`src/common/debug_pkg.sv`:
```
package debug_pkg;

    // basic widths
    localparam int NB_BYTE     = 8;
    localparam int NB_WORD     = 32;
    localparam int NB_REG_ADDR = 5;
    localparam int NB_OPCODE   = 6;   // also funct
    localparam int NB_IMM      = 16;
    localparam int NB_SEL      = 2;   // alu_src, width, alu_op, forwarding
    localparam int NB_MEM_ADDR = 8;

    typedef logic [NB_BYTE-1:0] byte_t;
    typedef logic [NB_WORD-1:0] word_t;

    // command bytes from the host
    localparam byte_t CMD_LOAD      = 8'h01;
    localparam byte_t CMD_DEBUG     = 8'h02;
    localparam byte_t CMD_CONT      = 8'h04;
    localparam byte_t CMD_STEP      = 8'h08;
    localparam byte_t CMD_END_DEBUG = 8'h10;

    // program load
    localparam word_t HALT_INSTR  = 32'hffff_ffff;
    localparam int    INSTR_BYTES = 4;
    localparam word_t ADDR_STRIDE = 32'd4;
    localparam int    NB_BYTE_CNT = $clog2(INSTR_BYTES);

    // latch snapshot frames
    localparam int NB_ID_EX       = 144;
    localparam int NB_EX_MEM      = 32;
    localparam int NB_MEM_WB      = 40;
    localparam int NB_CONTROL     = 24;
    localparam int NB_SNAPSHOT    = NB_ID_EX + NB_EX_MEM + NB_MEM_WB + NB_CONTROL;
    localparam int SNAPSHOT_BYTES = NB_SNAPSHOT / NB_BYTE;   // 30
    localparam int NB_BYTE_IDX    = $clog2(SNAPSHOT_BYTES + 1);
    localparam int NB_CTRL_PAD    = 5;   // zero bits closing the control frame

    typedef logic [NB_SNAPSHOT-1:0] snapshot_t;

    typedef enum logic [2:0] {
        IDLE,
        LOAD,
        DEBUG,
        STEP,
        CONT,
        DUMP
    } ctrl_state_e;

endpackage

```
`src/hw/debug_ctrl.sv`:
```
`timescale 1ns/1ps

module debug_ctrl (
    input  logic             clk,
    input  logic             i_rst_n,
    input  debug_pkg::byte_t i_rx_data,
    input  logic             i_rx_done,
    input  logic             i_end,
    input  logic             i_halt,
    input  logic             i_dump_done,
    output logic             o_load_active,
    output logic             o_dump_go,
    output logic             o_step,
    output logic             o_start
);

    import debug_pkg::*;

    ctrl_state_e state_q;
    ctrl_state_e state_d;
    logic        ret_debug_q;  // dump returns to DEBUG when set
    logic        ret_debug_d;
    logic        dump_go_q;
    logic        dump_go_d;

    always_comb begin
        state_d     = state_q;
        ret_debug_d = ret_debug_q;
        dump_go_d   = 1'b0;

        case (state_q)
            IDLE: begin
                if (i_rx_done) begin
                    case (i_rx_data)
                        CMD_LOAD:  state_d = LOAD;
                        CMD_DEBUG: state_d = DEBUG;
                        CMD_CONT:  state_d = CONT;
                        default:   state_d = IDLE;   // unknown byte dropped
                    endcase
                end
            end
            LOAD: begin
                if (i_halt) begin
                    state_d = IDLE;
                end
            end
            DEBUG: begin
                if (i_rx_done) begin
                    if (i_rx_data == CMD_STEP) begin
                        state_d = STEP;
                    end else if (i_rx_data == CMD_END_DEBUG) begin
                        state_d     = DUMP;   // final dump, no step
                        ret_debug_d = 1'b0;
                        dump_go_d   = 1'b1;
                    end
                end
            end
            STEP: begin
                // one clock of o_step, then request the dump
                state_d     = DUMP;
                ret_debug_d = 1'b1;
                dump_go_d   = 1'b1;
            end
            CONT: begin
                if (i_end) begin
                    state_d     = DUMP;
                    ret_debug_d = 1'b0;
                    dump_go_d   = 1'b1;
                end
            end
            DUMP: begin
                if (i_dump_done) begin
                    state_d = ret_debug_q ? DEBUG : IDLE;
                end
            end
            default: state_d = IDLE;
        endcase
    end

    always_ff @(posedge clk or negedge i_rst_n) begin
        if (!i_rst_n) begin
            state_q     <= IDLE;
            ret_debug_q <= 1'b0;
            dump_go_q   <= 1'b0;
        end else begin
            state_q     <= state_d;
            ret_debug_q <= ret_debug_d;
            dump_go_q   <= dump_go_d;   // first cycle of DUMP
        end
    end

    assign o_load_active = (state_q == LOAD);
    assign o_step        = (state_q == STEP);
    assign o_start       = (state_q == CONT);   // pipeline free-runs
    assign o_dump_go     = dump_go_q;

endmodule

```
`src/hw/debug_unit_top.sv`:
```
`timescale 1ns/1ps

module debug_unit_top (
    input  logic                                clk,
    input  logic                                i_rst_n,
    input  debug_pkg::byte_t                    i_rx_data,
    input  logic                                i_rx_done,
    input  logic                                i_tx_done,
    input  logic                                i_end,
    input  debug_pkg::word_t                    i_reg_a,
    input  debug_pkg::word_t                    i_reg_b,
    input  logic [debug_pkg::NB_OPCODE-1:0]     i_opcode,
    input  logic [debug_pkg::NB_REG_ADDR-1:0]   i_rs,
    input  logic [debug_pkg::NB_REG_ADDR-1:0]   i_rt,
    input  logic [debug_pkg::NB_REG_ADDR-1:0]   i_rd,
    input  logic [debug_pkg::NB_REG_ADDR-1:0]   i_shamt,
    input  logic [debug_pkg::NB_OPCODE-1:0]     i_funct,
    input  logic [debug_pkg::NB_IMM-1:0]        i_immediate,
    input  debug_pkg::word_t                    i_jump_addr,
    input  debug_pkg::word_t                    i_alu_result,
    input  debug_pkg::word_t                    i_mem_data,
    input  logic [debug_pkg::NB_MEM_ADDR-1:0]   i_mem_addr,
    input  logic                                i_jump,
    input  logic                                i_branch,
    input  logic                                i_reg_dst,
    input  logic                                i_mem_to_reg,
    input  logic                                i_mem_read,
    input  logic                                i_mem_write,
    input  logic                                i_imm_flag,
    input  logic                                i_sign_flag,
    input  logic                                i_reg_write,
    input  logic [debug_pkg::NB_SEL-1:0]        i_alu_src,
    input  logic [debug_pkg::NB_SEL-1:0]        i_width,
    input  logic [debug_pkg::NB_SEL-1:0]        i_alu_op,
    input  logic [debug_pkg::NB_SEL-1:0]        i_fw_a,
    input  logic [debug_pkg::NB_SEL-1:0]        i_fw_b,
    output logic                                o_tx_start,
    output debug_pkg::byte_t                    o_tx_data,
    output debug_pkg::word_t                    o_instruction,
    output debug_pkg::word_t                    o_instruction_address,
    output logic                                o_valid,
    output logic                                o_step,
    output logic                                o_start
);

    logic load_active;  // controller in LOAD
    logic halt;         // halt word seen by loader
    logic dump_go;
    logic dump_done;

    debug_ctrl u_ctrl (
        .clk           (clk),
        .i_rst_n       (i_rst_n),
        .i_rx_data     (i_rx_data),
        .i_rx_done     (i_rx_done),
        .i_end         (i_end),
        .i_halt        (halt),
        .i_dump_done   (dump_done),
        .o_load_active (load_active),
        .o_dump_go     (dump_go),
        .o_step        (o_step),
        .o_start       (o_start)
    );

    instr_loader u_loader (
        .clk                   (clk),
        .i_rst_n               (i_rst_n),
        .i_load_active         (load_active),
        .i_rx_data             (i_rx_data),
        .i_rx_done             (i_rx_done),
        .o_instruction         (o_instruction),
        .o_instruction_address (o_instruction_address),
        .o_valid               (o_valid),
        .o_halt                (halt)
    );

    dump_serializer u_dump (
        .clk          (clk),
        .i_rst_n      (i_rst_n),
        .i_dump_go    (dump_go),
        .i_tx_done    (i_tx_done),
        .i_reg_a      (i_reg_a),
        .i_reg_b      (i_reg_b),
        .i_opcode     (i_opcode),
        .i_rs         (i_rs),
        .i_rt         (i_rt),
        .i_rd         (i_rd),
        .i_shamt      (i_shamt),
        .i_funct      (i_funct),
        .i_immediate  (i_immediate),
        .i_jump_addr  (i_jump_addr),
        .i_alu_result (i_alu_result),
        .i_mem_data   (i_mem_data),
        .i_mem_addr   (i_mem_addr),
        .i_jump       (i_jump),
        .i_branch     (i_branch),
        .i_reg_dst    (i_reg_dst),
        .i_mem_to_reg (i_mem_to_reg),
        .i_mem_read   (i_mem_read),
        .i_mem_write  (i_mem_write),
        .i_imm_flag   (i_imm_flag),
        .i_sign_flag  (i_sign_flag),
        .i_reg_write  (i_reg_write),
        .i_alu_src    (i_alu_src),
        .i_width      (i_width),
        .i_alu_op     (i_alu_op),
        .i_fw_a       (i_fw_a),
        .i_fw_b       (i_fw_b),
        .o_tx_start   (o_tx_start),
        .o_tx_data    (o_tx_data),
        .o_dump_done  (dump_done)
    );

endmodule

```
`src/hw/dump/dump_serializer.sv`:
```
`timescale 1ns/1ps

module dump_serializer (
    input  logic                                clk,
    input  logic                                i_rst_n,
    input  logic                                i_dump_go,
    input  logic                                i_tx_done,
    input  debug_pkg::word_t                    i_reg_a,
    input  debug_pkg::word_t                    i_reg_b,
    input  logic [debug_pkg::NB_OPCODE-1:0]     i_opcode,
    input  logic [debug_pkg::NB_REG_ADDR-1:0]   i_rs,
    input  logic [debug_pkg::NB_REG_ADDR-1:0]   i_rt,
    input  logic [debug_pkg::NB_REG_ADDR-1:0]   i_rd,
    input  logic [debug_pkg::NB_REG_ADDR-1:0]   i_shamt,
    input  logic [debug_pkg::NB_OPCODE-1:0]     i_funct,
    input  logic [debug_pkg::NB_IMM-1:0]        i_immediate,
    input  debug_pkg::word_t                    i_jump_addr,
    input  debug_pkg::word_t                    i_alu_result,
    input  debug_pkg::word_t                    i_mem_data,
    input  logic [debug_pkg::NB_MEM_ADDR-1:0]   i_mem_addr,
    input  logic                                i_jump,
    input  logic                                i_branch,
    input  logic                                i_reg_dst,
    input  logic                                i_mem_to_reg,
    input  logic                                i_mem_read,
    input  logic                                i_mem_write,
    input  logic                                i_imm_flag,
    input  logic                                i_sign_flag,
    input  logic                                i_reg_write,
    input  logic [debug_pkg::NB_SEL-1:0]        i_alu_src,
    input  logic [debug_pkg::NB_SEL-1:0]        i_width,
    input  logic [debug_pkg::NB_SEL-1:0]        i_alu_op,
    input  logic [debug_pkg::NB_SEL-1:0]        i_fw_a,
    input  logic [debug_pkg::NB_SEL-1:0]        i_fw_b,
    output logic                                o_tx_start,
    output debug_pkg::byte_t                    o_tx_data,
    output logic                                o_dump_done
);

    import debug_pkg::*;

    logic [NB_ID_EX-1:0]    id_ex_frame;
    logic [NB_EX_MEM-1:0]   ex_mem_frame;
    logic [NB_MEM_WB-1:0]   mem_wb_frame;
    logic [NB_CONTROL-1:0]  control_frame;
    snapshot_t              snap_d;
    snapshot_t              snap_q;
    logic [NB_BYTE_IDX-1:0] idx_q;   // next byte to send
    logic                   busy_q;

    assign id_ex_frame   = {i_reg_a, i_reg_b, i_opcode, i_rs, i_rt, i_rd,
                            i_shamt, i_funct, i_immediate, i_jump_addr};
    assign ex_mem_frame  = i_alu_result;
    assign mem_wb_frame  = {i_mem_data, i_mem_addr};
    assign control_frame = {i_jump, i_branch, i_reg_dst, i_mem_to_reg, i_mem_read,
                            i_mem_write, i_imm_flag, i_sign_flag, i_reg_write,
                            i_alu_src, i_width, i_alu_op, i_fw_a, i_fw_b,
                            {NB_CTRL_PAD{1'b0}}};

    // ID_EX in the low bytes so it leaves first
    assign snap_d = {control_frame, mem_wb_frame, ex_mem_frame, id_ex_frame};

    always_ff @(posedge clk) begin
        if (i_dump_go) begin
            snap_q <= snap_d;
        end
    end

    always_ff @(posedge clk or negedge i_rst_n) begin
        if (!i_rst_n) begin
            busy_q      <= 1'b0;
            idx_q       <= '0;
            o_tx_start  <= 1'b0;
            o_tx_data   <= '0;
            o_dump_done <= 1'b0;
        end else begin
            o_tx_start  <= 1'b0;
            o_dump_done <= 1'b0;

            if (i_dump_go) begin
                // byte 0 straight from the live fields, snap_q not loaded yet
                busy_q     <= 1'b1;
                idx_q      <= NB_BYTE_IDX'(1);
                o_tx_start <= 1'b1;
                o_tx_data  <= snap_d[NB_BYTE-1:0];
            end else if (busy_q && i_tx_done) begin
                if (idx_q == NB_BYTE_IDX'(SNAPSHOT_BYTES)) begin
                    busy_q      <= 1'b0;   // last byte acknowledged
                    o_dump_done <= 1'b1;
                end else begin
                    o_tx_start <= 1'b1;
                    o_tx_data  <= snap_q[idx_q*NB_BYTE +: NB_BYTE];
                    idx_q      <= idx_q + 1'b1;
                end
            end
        end
    end

endmodule

```
`src/hw/loader/instr_loader.sv`:
```
`timescale 1ns/1ps

module instr_loader (
    input  logic             clk,
    input  logic             i_rst_n,
    input  logic             i_load_active,
    input  debug_pkg::byte_t i_rx_data,
    input  logic             i_rx_done,
    output debug_pkg::word_t o_instruction,
    output debug_pkg::word_t o_instruction_address,
    output logic             o_valid,
    output logic             o_halt
);

    import debug_pkg::*;

    logic [NB_BYTE_CNT-1:0] byte_cnt_q;
    logic                   load_active_q;
    logic                   load_rise;
    logic                   last_byte;
    word_t                  shift_q;
    word_t                  word_next;   // word including the current byte
    word_t                  addr_q;

    assign load_rise = i_load_active & ~load_active_q;
    assign last_byte = (byte_cnt_q == NB_BYTE_CNT'(INSTR_BYTES - 1));
    assign word_next = {shift_q[NB_WORD-NB_BYTE-1:0], i_rx_data};   // msb first on the line

    always_ff @(posedge clk) begin
        if (i_load_active && i_rx_done) begin
            shift_q <= word_next;
        end
    end

    always_ff @(posedge clk or negedge i_rst_n) begin
        if (!i_rst_n) begin
            load_active_q <= 1'b0;
            byte_cnt_q    <= '0;
            o_valid       <= 1'b0;
            o_halt        <= 1'b0;
            addr_q        <= '0;
        end else begin
            load_active_q <= i_load_active;
            o_valid       <= 1'b0;
            o_halt        <= 1'b0;

            if (!i_load_active) begin
                byte_cnt_q <= '0;   // drop any partial word
            end else if (i_rx_done) begin
                if (last_byte) begin
                    byte_cnt_q <= '0;
                    if (word_next == HALT_INSTR) begin
                        o_halt <= 1'b1;
                    end else begin
                        o_valid <= 1'b1;
                    end
                end else begin
                    byte_cnt_q <= byte_cnt_q + 1'b1;
                end
            end

            if (load_rise) begin
                addr_q <= '0;   // new program starts at 0
            end else if (o_valid) begin
                addr_q <= addr_q + ADDR_STRIDE;   // after the word is taken
            end
        end
    end

    assign o_instruction         = shift_q;
    assign o_instruction_address = addr_q;

endmodule

```
`config.mk`:
```
export PLATFORM = sky130hd
export DESIGN_NAME = debug_unit_top
export DESIGN_NICKNAME = d
export VERILOG_FILES = /design/src/common/debug_pkg.sv /design/src/hw/debug_ctrl.sv /design/src/hw/debug_unit_top.sv /design/src/hw/dump/dump_serializer.sv /design/src/hw/loader/instr_loader.sv
export SDC_FILE = /design/constraint.sdc
export NUM_CORES = 1
export LEC_CHECK = 0
export BUFFER_PORTS_ARGS = -buffer_cell sky130_fd_sc_hd__buf_2
export CORE_MARGIN = 3
export CORE_UTILIZATION = 57
export CTS_CLUSTER_SIZE = 25
export DETAILED_ROUTE_END_ITERATION = 10
export PLACE_DENSITY = 0.81
export SLEW_MARGIN = 10
export SYNTH_ARGS = -nofsm -noshare
export SYNTH_HDL_FRONTEND = slang
export SYNTH_SLANG_ARGS = --single-unit
```
`constraint.sdc`:
```
create_clock -name clk -period 10.9 [get_ports clk]
set_input_delay 3.27 -clock clk [delete_from_list [all_inputs] [get_ports clk]]
set_output_delay 3.27 -clock clk [all_outputs]
set_load 0.02 [all_outputs]
```
# Word-level counts from Yosys, hierarchy flattened

Cells that the tools add are included.

Register bits after elaboration: 325
Input port bits: 248
Output and inout port bits: 76
Word-level logic and storage cells: 103

Add/subtract/negate cells: 3
Mux-type cells: 48
Bitwise logic cells: 2
Shift-type cells: 1
Equal/unequal tests: 23
Reductions and logical operators: 11

Operators by type and width:

| kind                                                             | count |
|---|---|
| 240-bit by 9-bit variable part select with 8-bit output          | 1 |
| 32-bit 2-to-1 mux                                                | 2 |
| 32-bit by 3-bit adder with 32-bit output (second input constant) | 1 |
| 32-bit == test (second input constant)                           | 1 |
| 1-bit 2-to-1 mux                                                 | 25 |
| 8-bit 2-to-1 mux                                                 | 3 |
| 3-bit 2-to-1 mux                                                 | 7 |
| 3-bit one-hot mux with 6 select lines                            | 1 |
| 5-bit 2-to-1 mux                                                 | 3 |
| 2-bit inequality test (second input constant)                    | 7 |
| 3-bit one-hot mux with 3 select lines                            | 1 |
| 8-bit by 1-bit == test with 1-bit output (second input constant) | 1 |
| 8-bit by 2-bit == test with 1-bit output (second input constant) | 1 |
| 8-bit by 3-bit == test with 1-bit output (second input constant) | 1 |
| 8-bit by 4-bit == test with 1-bit output (second input constant) | 1 |
| 8-bit by 5-bit == test with 1-bit output (second input constant) | 1 |
| 2-bit 2-to-1 mux                                                 | 4 |
| 3-bit by 2-bit == test with 1-bit output (second input constant) | 2 |
| 3-bit == test (second input constant)                            | 2 |
| 1-bit one-hot mux with 3 select lines                            | 2 |
| 6-bit AND reduction                                              | 1 |
| 2-bit nonzero test                                               | 3 |
| 5-bit by 1-bit adder with 5-bit output (second input constant)   | 1 |
| 5-bit == test (second input constant)                            | 1 |
| 12 further kinds                                                 | 15 |

# Longest topological paths before layout

Gate-level depths: netlist of run 1.

Word-level depth: 5
Gate-level depth with buffers: 13
Depth with buffers taken out: 7

# By module

Synthesis of run 1 repeated with hierarchy kept, for this count alone.

Cells, all modules: 789
Area, all modules: 13,195.2 um2

Modules (own cells, without submodules):

| module          | area each (um2) | instances | cells each | sequential area each (um2) |
|---|---|---|---|---|
| dump_serializer | 9,935.8         | 1         | 516        | 7,457.2 |
| instr_loader    | 2,788.9         | 1         | 219        | 1,836.8 |
| debug_ctrl      | 470.5           | 1         | 54         | 125.1 |

# Worst setup path before layout of run 1

Ideal clock, no wire load.

Path kind: register to register
Start: reg u_ctrl.dump_go_q (netlist: u_ctrl.o_dump_go)
End: reg u_dump.o_tx_data[5]
Buffers on the path: 0
Data arrival time: 6.044 ns
Clock period less this slack: 6.162 ns
Setup time: 0.119 ns
Data required time: 10.781 ns
Cell stages (with the launch flop): 3
Setup slack: 4.738 ns
Cell sequence: dfrtp_1 nor2b_1 a221oi_1

Word-level cells in the longest chain between the ends: 2

Ends and longest elaborated chain:

| what                                                                         | line                  | RTL |
|---|---|---|
| start, declared                                                              | debug_ctrl.sv:23      | `logic dump_go_q;` |
| start signal, assigned                                                       | debug_ctrl.sv:88      | `dump_go_q <= dump_go_d;` |
| 2-bit inequality test (no line) / 2-bit nonzero test (equally long branches) | n/a                   |  |
| 2-bit AND reduction (no line)                                                | n/a                   |  |
| end signal, assigned                                                         | dump_serializer.sv:85 | `o_tx_data <= snap_d[NB_BYTE-1:0];` |
| end signal, assigned                                                         | dump_serializer.sv:92 | `o_tx_data <= snap_q[idx_q*NB_BYTE +: NB_BYTE];` |
| end, declared                                                                | dump_serializer.sv:36 | `output debug_pkg::byte_t o_tx_data,` |

Several ways; a longest one is shown, not always the timed one.
A chain may end at the register's enable or synchronous reset.

# Worst setup path after layout of run 1

Start: reg u_ctrl.state_q[2]
End: out o_step

Word-level cells in the longest chain between the ends: 1

Ends and longest elaborated chain:

| what                                     | line                 | RTL |
|---|---|---|
| start, declared                          | debug_ctrl.sv:19     | `ctrl_state_e state_q;` |
| start signal, assigned                   | debug_ctrl.sv:86     | `state_q <= state_d;` |
| 3-bit by 2-bit == test with 1-bit output | debug_ctrl.sv:93     | `assign o_step = (state_q == STEP);` |
| end, declared                            | debug_unit_top.sv:42 | `output logic o_step,` |

No other way between the ends.

==> results of run 1 <==
[logic make-up after synthesis]
kind of cell	Yosys count	share of synthesized area, %
XOR/XNOR	30	2.033
AO/OA/AOI/OAI	75	3.901
multiplexers	75	10.40
flip-flops	323	72.86
adder cells (fa/ha/maj)	4	0.3872
buffers and inverters	51	1.713
other	1	0.02901
AND/OR/NAND/NOR	217	8.672
[worst min-delay path by stage]
stage                                                       to  slack (ns)                                  from  cells past startpoint
after global routing      u_loader.o_instruction[25]$_DFFE_PP_        0.50  u_loader.o_instruction[17]$_DFFE_PP_                      0
after CTS                 u_loader.o_instruction[30]$_DFFE_PP_        0.47  u_loader.o_instruction[22]$_DFFE_PP_                      0
after floorplan                      u_dump.busy_q$_DFFE_PN0P_        0.46             u_dump.busy_q$_DFFE_PN0P_                      2
after detailed placement  u_loader.o_instruction[30]$_DFFE_PP_        0.46  u_loader.o_instruction[22]$_DFFE_PP_                      0
final                     u_loader.o_instruction[25]$_DFFE_PP_        0.48  u_loader.o_instruction[17]$_DFFE_PP_                      0
after global placement    u_loader.o_instruction[11]$_DFFE_PP_        0.46   u_loader.o_instruction[3]$_DFFE_PP_                      0
[cells in the mapped netlist (all sizes together), types with 13 or more instances]
cell type  instances  area share (%)
a21oi             16            0.62
nand3             25            0.97
nand2             42             1.2
nand4             20             1.0
clkbuf            22            0.64
mux4              47             8.2
o21ai             16            0.62
xnor2             19             1.3
nor2              52             1.5
mux2i             23             1.8
dfrtp             56              11
nor4              13            0.63
nor3              15            0.58
edfxtp           267              62
buf               18            0.75
[report_power, final]
group | switching, mW | total [mW] | internal [mW]
Sequential | 0.131 | 1.52 | 1.39
Combinational | 0.387 | 0.737 | 0.351
Clock | 0.446 | 1.08 | 0.634
Total | 0.963 | 3.34 | 2.37
[registers in the layout (all words and copies together) (netlist names)]
name,flops
u_loader.o_instruction_address,30
u_ctrl.ret_debug_q,1
u_loader.o_halt,1
u_loader.byte_cnt_q,2
u_dump.o_tx_data,8
u_dump.o_tx_start,1
u_dump.busy_q,1
u_ctrl.o_dump_go,1
u_loader.o_valid,1
u_dump.snap_q,235
u_dump.o_dump_done,1
u_ctrl.state_q,3
u_loader.load_active_q,1
u_loader.o_instruction,32
u_dump.idx_q,5
[metrics by stage]
step,hold WS (ns),std cells
finish,0.4756,1408
global route,0.4999,1407
global placement,0.4582,1346
CTS,0.4717,1406
floorplan,0.4604,777
detailed placement,0.4578,1346
[per-layer routing]
metal  part of all wire [%]  track usage, %  vias to the layer above  wire, µm
met4                    2.1           6.461                        0       640
met1                     37           30.01                     3954     11030
met5                      0               0                        -         0
met2                     53           43.83                      381     15860
met3                    8.5           5.946                       46      2544
li1                       -               -                     3691         -
[cells in the final DEF, fill, tap and decap left out, types with 4 or more instances in the layout]
| master | count |
|---|---|
| o31ai_1 | 4 |
| or3_1 | 4 |
| xnor2_1 | 19 |
| mux2i_1 | 23 |
| nor3_1 | 15 |
| inv_1 | 11 |
| clkinv_1 | 10 |
| clkbuf_16 | 35 |
| and2_1 | 4 |
| o31a_1 | 4 |
| nor2b_1 | 9 |
| o21ai_0 | 16 |
| mux4_2 | 47 |
| nand2_1 | 42 |
| nand4_1 | 19 |
| xor2_1 | 11 |
| mux2_2 | 5 |
| nor2_1 | 51 |
| a22oi_1 | 6 |
| nor4_1 | 13 |
| clkbuf_1 | 7 |
| a21oi_1 | 16 |
| and3_1 | 6 |
| a31oi_1 | 4 |
| buf_2 | 321 |
| dfrtp_1 | 52 |
| edfxtp_1 | 267 |
| and4_1 | 4 |
| ha_1 | 4 |
| a211oi_1 | 5 |
| buf_4 | 8 |
| nand2b_1 | 12 |
| o221ai_1 | 5 |
| a2bb2oi_1 | 4 |
| nand3_1 | 25 |
[cell type report]
class / count / area share, %
Antenna cell: 2 / 0.03163
Clock buffer: 42 / 5.701
Clock inverter: 18 / 0.8619
Inverter: 11 / 0.2609
Multi-Input combinational cell: 403 / 20.81
Sequential cell: 323 / 59.59
Tap cell: 280 / 2.214
Timing Repair Buffer: 329 / 10.53
==> metrics.md, run 1 <==
| Metric | Value |
|---|---|
| Final max-slew violation count | `0` |
| Syn. warnings | `0` |
| Root buf cell | `clkbuf_16` |
| Async SR Flop Fraction | `17.34%` |
| Design area | `0.01582 mm²` |
| Setup violators final | `0` |
| DRT antenna net count | `0` |
| Sequential area share after synthesis | `72.86%` |
| FF+latch area | `0.009429 mm²` |
| CP max stage delay | `0.55 ns` |
| Worst reg2reg path depth | `5` |
| CTS clk-pin slew, worst paths | `0.06 ns` |
| Row cnt | `54` |
| DR vias | `8072` |
| Clock Path Buffers | `3` |
| Num CTS Buffers | `34` |
| DR vias/cell | `5.733` |
| Fin crit period | `5.086 ns` |
| Setup TNS | `0 ns` |
| # DRC | `0` |
| Clk_skew | `0.01614 ns` |
| Initial Utilization | `58.69%` |
| Worst Setup EP | `o_step` |
| Post-CTS Setup Repair Bufs | `0` |
| Nets | `1354` |
| RR Startpoint | `u_ctrl.o_dump_go$_DFF_PN0_` |
| Crit. Startpoint | `u_ctrl.state_q[2]$_DFFE_PN0P_` |
| Largest net degree at the start of global routing | `87` |
| Final HPWL DP | `21.02 mm` |
| Slowest CP cell | `dfrtp_1` |
| CTS sink count | `323` |
| Mean Syn Cell Area | `16.66 µm²` |
| Worst setup EP type | `output port` |
| Vias in the first global route | `8334` |
| Total gr overflow | `0` |
| Global-route wire length before repair | `45.55 mm` |
| Clock Latency Late Sink | `0.50 ns` |
| Status | `finished, final reports clean` |
| Peak VDD IR | `0.0001534 V` |
| Cell count after synthesis | `776` |
| Slew headroom | `29.97%` |
| Final Power | `3.335 mW` |
| Max FO, Critical Path | `14` |
| Fraction of layout cells with a size suffix above 1 | `38.54%` |
| Drt total wl | `30.08 mm` |
| Antenna violations before repair | `1` |
| IO Pins | `324` |
| Area occupied by multi-input gates | `0.003293 mm²` |
| DP Area | `0.01478 mm²` |
| IO buf count | `321` |
| Pre-CTS setup slack | `6.210 ns` |
| RR Endpoint | `u_dump.o_tx_data[0]$_DFFE_PN0P_` |
| Yosys cell types | `51` |
| Dominant delay contributor by cell family on the critical path | `simple AND/OR/NAND/NOR gates` |
| Power density cells | `210.8 mW/mm²` |
| Core area | `0.02203 mm²` |
| Fillers | `1437` |
| Die Span X | `156.6 µm` |
| Wire per inst | `21.36 µm` |
| Critical Path Stages | `3` |
| Worst-Margin Slew | `1.050 ns` |
| EDFF count, synth | `267` |
| Pre-Repair DR Iteration Count | `5` |
| Worst reg-to-reg setup slack | `7.89 ns` |
| DIE AREA | `0.02452 mm²` |
| WS Path Type | `register to output port` |
| Worst EP arrival | `1.82 ns` |
| Main synth FF type | `edfxtp_1` |
| Worst setup SP type | `register` |
| Crit-path cells | `nor2b_1, and2_1, buf_2` |
| Fin util | `71.84%` |
| CTS tree | `built` |
| Die Ht | `156.6 µm` |
| Leak Pwr | `6.099 nW` |
| Total GRT Usage | `24.48%` |
| Register bit count reported by yosys | `323` |
| Number of DRC markers in iteration 0 | `617` |
| RSZ-0062 raised after global routing | `no` |
| Required @ worst endpoint | `7.63 ns` |
| Syn Std Cell Area | `0.01293 mm²` |
| Peak Freq | `196.6 MHz` |
| H-tree Lvls | `2` |
| Post_cts resized | `0` |
| GPL Wtd Cong | `0.8627` |
| Tcrit/Tclk final | `46.66%` |
| Area grow syn2layout | `22.41%` |
| Crit path buf inv count | `1` |
| Hold WC Path Type | `register to register` |
| Post-CTS Hold Buffers | `0` |
| Final hold vios | `0` |
| Final WS setup | `5.814 ns` |
| Max Cap Viol | `0` |
No activity file was read; power rests on OpenSTA's default activity.
==> run 2: changes to the inputs <==
- CORE_UTILIZATION: 57 -> 53
- PLACE_DENSITY: 0.81 -> 0.76
- clock period: 10.9 -> 5.12 ns (I/O delays scaled with it)
==> metrics.md, run 2 (synthesis results as in run 1) <==
| Metric | Value |
|---|---|
| Post-CTS Hold Buffers | `0 (unchanged)` |
| Final HPWL DP | `21.09 mm (+0.37%)` |
| H-tree Lvls | `2 (unchanged)` |
| WS Path Type | `register to output port` |
| Max FFs per register | `235 (unchanged)` |
| Nets | `1354 (unchanged)` |
| Hold WC Path Type | `register to register` |
| Clk_skew | `0.01752 ns (+0.001378 ns)` |
| Post-CTS Setup Repair Bufs | `0 (unchanged)` |
| Row cnt | `56 (+3.7%)` |
| Crit path buf inv count | `1 (unchanged)` |
| Top reg by flops | `u_dump.snap_q` |
| Slowest CP cell | `dfrtp_1` |
| Fin util | `66.97% (-4.9 points)` |
| Slew headroom | `33.24% (+3.3 points)` |
| Worst Setup EP | `o_step` |
| Final hold vios | `0 (unchanged)` |
| DP Area | `0.01484 mm² (+0.41%)` |
| DR vias/cell | `5.511 (-3.9%)` |
| Most frequent cells in the layout | `321 x buf_2, 267 x edfxtp_1, 52 x dfrtp_1` |
| Status | `finished, final reports clean` |
| Initial Utilization | `54.42% (-4.3 points)` |
| Critical Path Stages | `3 (unchanged)` |
| Worst-Margin Slew | `1.001 ns (-0.04906 ns)` |
| Final max-slew violation count | `0 (unchanged)` |
| Design area | `0.01591 mm² (+0.52%)` |
| Fin crit period | `3.340 ns` |
| CP max stage delay | `0.54 ns (about the same)` |
| RR Startpoint | `u_dump.idx_q[0]$_DFFE_PN0P_` |
| Total GRT Usage | `22.61% (-1.9 points)` |
| Fraction of layout cells with a size suffix above 1 | `38.76% (+0.21 points)` |
| DR vias | `7986 (-1.1%)` |
| CTS clk-pin slew, worst paths | `0.06 ns (about the same)` |
| Clock Latency Late Sink | `0.50 ns (about the same)` |
| Setup violators final | `0 (unchanged)` |
| Area grow syn2layout | `23.04%` |
| Total gr overflow | `0 (unchanged)` |
| Area occupied by multi-input gates | `0.003293 mm² (unchanged)` |
| Dominant delay contributor by cell family on the critical path | `simple AND/OR/NAND/NOR gates` |
| Max FO, Critical Path | `14 (unchanged)` |
| IO Pins | `324 (unchanged)` |
| Core area | `0.02375 mm² (+7.8%)` |
| Worst EP arrival | `1.80 ns (-0.02 ns)` |
| Die Span X | `162.2 µm (+3.6%)` |
| CTS tree | `built` |
| Drt total wl | `29.79 mm (-0.96%)` |
| FF+latch area | `0.009429 mm² (unchanged)` |
| Pre-Repair DR Iteration Count | `4 (-1)` |
| Hold_ws | `0.4756 ns (+0.00002000 ns)` |
| RSZ-0062 raised after global routing | `no` |
| Number of DRC markers in iteration 0 | `705 (+14%)` |
| Tcrit/Tclk final | `65.24%` |
| Num CTS Buffers | `34 (unchanged)` |
| GPL Wtd Cong | `0.8342 (-3.3%)` |
| Post_cts resized | `0 (unchanged)` |
| Crit. Startpoint | `u_ctrl.state_q[2]$_DFFE_PN0P_` |
| RR Endpoint | `u_dump.o_tx_data[7]$_DFFE_PN0P_` |
| Clock Path Buffers | `3 (unchanged)` |
| Max Cap Viol | `0 (unchanged)` |
| Wire per inst | `20.56 µm (-3.8%)` |
| Worst reg-to-reg setup slack | `2.35 ns (-5.54 ns)` |
| Largest net degree at the start of global routing | `112 (+29%)` |
| Antenna violations before repair | `12 (+11)` |
| Peak VDD IR | `0.0003418 V (+120%)` |
| Worst reg2reg path depth | `6 (+1)` |
| CTS sink count | `323 (unchanged)` |
| Required @ worst endpoint | `3.58 ns (-4.05 ns)` |
| Power density cells | `447.7 mW/mm² (+110%)` |
| Peak Freq | `299.4 MHz` |
| Setup TNS | `0 ns (unchanged)` |
| Commonest non-fill, non-tap cell in the layout | `buf_2` |
| Worst setup SP type | `register` |
| Vias in the first global route | `8167 (-2.0%)` |
| IO buf count | `321 (unchanged)` |
| DIE AREA | `0.02630 mm² (+7.3%)` |
| Leak Pwr | `6.114 nW (+0.25%)` |
| Crit-path cells | `nor2b_1, and2_1, buf_2` |
| Worst setup EP type | `output port` |
| Fillers | `1630 (+13%)` |
| DRT antenna net count | `0 (unchanged)` |
| Global-route wire length before repair | `45.35 mm (-0.45%)` |
| Die Ht | `162.2 µm (+3.6%)` |
| Root buf cell | `clkbuf_16` |
| # DRC | `0 (unchanged)` |
run 2: cell count changes in the layout (fill, tap and decap cells not counted):
cell / delta
buf_12: +1
buf_4: -1
clkbuf_1: +1
clkbuf_8: +2
clkinv_1: -4
clkinv_2: +1
clkinvlp_4: -1
diode_2: +3
run 2: metal layers:
layer,wire [µm],track usage (%),up-vias,part of all wire [%]
met4,719,6.747,14,2.4
met3,2653,6.707,59,8.9
met1,11360,28.71,3872,38
met5,75,0,-,0.25
met2,14980,38.08,343,50
li1,-,-,3698,-
run 2: cell type report:
| type | count | area share, % |
|---|---|---|
| well taps | 319 | 2.509 |
| multi-input cells | 403 | 20.70 |
| clock inverters | 14 | 0.7473 |
| flip-flops and latches | 323 | 59.28 |
| diodes | 5 | 0.07866 |
| repair buffers | 329 | 10.56 |
| inverters | 11 | 0.2596 |
| clock buffers | 45 | 5.868 |
run 2: how the worst min path moves through the flow:
stage                                              start                                    to  cells past startpoint
detailed placement  u_loader.o_instruction[13]$_DFFE_PP_  u_loader.o_instruction[21]$_DFFE_PP_                      0
floorplan                      u_dump.busy_q$_DFFE_PN0P_             u_dump.busy_q$_DFFE_PN0P_                      2
global placement    u_loader.o_instruction[19]$_DFFE_PP_  u_loader.o_instruction[27]$_DFFE_PP_                      0
finish               u_loader.o_instruction[2]$_DFFE_PP_  u_loader.o_instruction[10]$_DFFE_PP_                      0
global route        u_loader.o_instruction[13]$_DFFE_PP_  u_loader.o_instruction[21]$_DFFE_PP_                      0
CTS                  u_loader.o_instruction[2]$_DFFE_PP_  u_loader.o_instruction[10]$_DFFE_PP_                      0
run 2: metrics by stage:
step	instances	setup WS [ns]	total power [mW]
3_3_place_gp	1385	2.205	4.869
5_1_grt	1449	1.624	7.483
6_report	1449	1.780	7.121
3_5_place_dp	1385	2.158	4.884
2_1_floorplan	777	1.408	4.330
4_1_cts	1444	1.772	7.205
run 2: power breakdown:
| part | internal (mW) | switching, mW | total [mW] |
|---|---|---|---|
| clock network | 1.38 | 0.937 | 2.32 |
| logic | 0.755 | 0.748 | 1.50 |
| registers | 2.95 | 0.349 | 3.30 |
run 2: worst register-to-register path: stages (launching register included):
cell and delay [ns]:
dfrtp_4 1.00, buf_4 0.48, mux4_2 0.58, a22oi_1 0.21, nand3_1 0.10, o21ai_0 0.17
a21oi_1 0.10
==> run 3: changes to the inputs <==
- clock period: 5.12 -> 3.1 ns (I/O delays scaled with it)
==> metrics.md, run 3 (synthesis results as in run 1) <==
| Metric | Value |
|---|---|
| Status | `finished, final reports clean` |
| Clock Latency Late Sink | `0.50 ns (about the same)` |
| DRT antenna net count | `0 (unchanged)` |
| DP Area | `0.01504 mm² (+1.4%)` |
| Die Ht | `162.2 µm (unchanged)` |
| GPL Wtd Cong | `0.8497 (+1.9%)` |
| Post-placement cell count | `1402 (+1.2%)` |
| # DRC | `0 (unchanged)` |
| IO buf count | `321 (unchanged)` |
| Worst reg2reg path depth | `6 (unchanged)` |
| Final WS setup | `0.4217 ns (-1.358 ns)` |
| Total GRT Usage | `23.02% (+0.41 points)` |
| Worst setup EP type | `output port` |
| Nets | `1371 (+1.3%)` |
| Max FFs per register | `235 (unchanged)` |
| Worst reg-to-reg setup slack | `0.74 ns (-1.61 ns)` |
| Slew headroom | `34.07% (+0.83 points)` |
| Fillers | `1613 (-1.0%)` |
| Design area | `0.01623 mm² (+2.0%)` |
| Top reg by flops | `u_dump.snap_q` |
| IO Pins | `324 (unchanged)` |
| Worst-Margin Slew | `0.9890 ns (-0.01249 ns)` |
| Setup violators final | `0 (unchanged)` |
| Drt total wl | `30.14 mm (+1.2%)` |
| Hold_ws | `0.4272 ns (-0.04839 ns)` |
| Area grow syn2layout | `25.51%` |
| Row cnt | `56 (unchanged)` |
| Final HPWL DP | `21.92 mm (+3.9%)` |
| Core area | `0.02375 mm² (unchanged)` |
| Leak Pwr | `6.283 nW (+2.8%)` |
| Power density cells | `755.4 mW/mm² (+69%)` |
| Most frequent cells in the layout | `321 x buf_2, 267 x edfxtp_1, 52 x dfrtp_1` |
| H-tree Lvls | `2 (unchanged)` |
| Fin crit period | `2.678 ns` |
| WS Path Type | `register to output port` |
| Post-CTS Setup Repair Bufs | `0 (unchanged)` |
| Number of DRC markers in iteration 0 | `569 (-19%)` |
| Required @ worst endpoint | `2.17 ns (-1.41 ns)` |
| Initial Utilization | `54.42% (unchanged)` |
| DR vias/cell | `5.487 (-0.44%)` |
| RR Endpoint | `u_dump.o_tx_data[7]$_DFFE_PN0P_` |
| Max Cap Viol | `0 (unchanged)` |
| Antenna violations before repair | `7 (-5)` |
| Final hold vios | `0 (unchanged)` |
| Worst EP arrival | `1.75 ns (-0.05 ns)` |
| Post-CTS Hold Buffers | `0 (unchanged)` |
| Max FO, Critical Path | `14 (unchanged)` |
| Fraction of layout cells with a size suffix above 1 | `40.07% (+1.3 points)` |
| Clk_skew | `0.01656 ns (-0.0009592 ns)` |
| Clock Path Buffers | `3 (unchanged)` |
| Total gr overflow | `0 (unchanged)` |
| Peak VDD IR | `0.0005858 V (+71%)` |
| Die Span X | `162.2 µm (unchanged)` |
| CTS tree | `built` |
| Pre-CTS setup slack | `0.6693 ns (-1.489 ns)` |
| Worst Setup EP | `o_step` |
| Crit. Startpoint | `u_ctrl.state_q[2]$_DFFE_PN0P_` |
| Hold WC Path Type | `input pin to async pin` |
| Pre-Repair DR Iteration Count | `5 (+1)` |
| Setup TNS | `0 ns (unchanged)` |
| Commonest non-fill, non-tap cell in the layout | `buf_2` |
| Tcrit/Tclk final | `86.40%` |
| Final max-slew violation count | `0 (unchanged)` |
| Num CTS Buffers | `34 (unchanged)` |
| Fin cells | `1467 (+1.2%)` |
| DIE AREA | `0.02630 mm² (unchanged)` |
| Peak Freq | `373.4 MHz` |
| Wire per inst | `20.55 µm (about the same)` |
| DR vias | `8050 (+0.80%)` |
| Root buf cell | `clkbuf_16` |
| Vias in the first global route | `8398 (+2.8%)` |
| RSZ-0062 raised after global routing | `no` |
| Post_cts resized | `0 (unchanged)` |
| CTS sink count | `323 (unchanged)` |
| Worst setup SP type | `register` |
| RR Startpoint | `u_dump.idx_q[0]$_DFFE_PN0P_` |
| Global-route wire length before repair | `46.08 mm (+1.6%)` |
| Largest net degree at the start of global routing | `75 (-33%)` |
| CTS clk-pin slew, worst paths | `0.06 ns (about the same)` |
-- run 3: where the power goes --
group          leakage [nW]  switching, mW  internal (mW)
Combinational          2.57           1.51           1.37
Clock                 0.572           1.59           2.61
Sequential             3.14          0.301           4.88
Total                  6.28           3.40           8.86
-- run 3: area by class of cell --
type,instances,area [µm²],share of cell area (%)
sequential,323,9429,58.11
multi-input combinational,403,3293,20.30
timing repair buffer,346,1882,11.60
clock buffer,43,958.4,5.907
tap,319,399.1,2.460
clock inverter,17,210.2,1.295
inverter,11,41.29,0.2545
antenna,5,12.51,0.07711
-- run 3: worst min-delay path by stage --
stage | startpoint | end | slack, ns | cells past startpoint
after floorplan | u_dump.busy_q$_DFFE_PN0P_ | u_dump.busy_q$_DFFE_PN0P_ | 0.46 | 2
after global placement | u_loader.o_instruction[5]$_DFFE_PP_ | u_loader.o_instruction[13]$_DFFE_PP_ | 0.46 | 0
after detailed placement | u_loader.o_instruction[18]$_DFFE_PP_ | u_loader.o_instruction[26]$_DFFE_PP_ | 0.47 | 0
after CTS | i_rst_n | u_loader.o_instruction_address[28]$_DFFE_PN0N_ | 0.43 | 2
after global routing | i_rst_n | u_ctrl.ret_debug_q$_DFFE_PN0P_ | 0.44 | 2
final | i_rst_n | u_loader.o_instruction_address[22]$_DFFE_PN0N_ | 0.43 | 2
-- run 3: critical path, stage by stage (launching register included) --
cell	delay, ns
dfrtp_1	0.54
nor2b_1	0.33
and2_1	0.20
buf_2	0.17
-- run 3: layer usage --
metal / vias up / wire (µm) / part of all wire [%] / track usage (%)
met5: - / 66 / 0.22 / 0
met1: 3903 / 11570 / 38 / 29.46
li1: 3722 / - / - / -
met4: 12 / 937 / 3.1 / 7.794
met3: 72 / 2470 / 8.2 / 5.866
met2: 341 / 15100 / 50 / 38.80
-- run 3: through the flow --
stage	utilization [%]	total power [mW]
finish	68.31	12.26
CTS	68.26	12.40
global route	68.27	12.86
detailed placement	63.34	8.190
global placement	63.34	8.164
floorplan	-	7.151
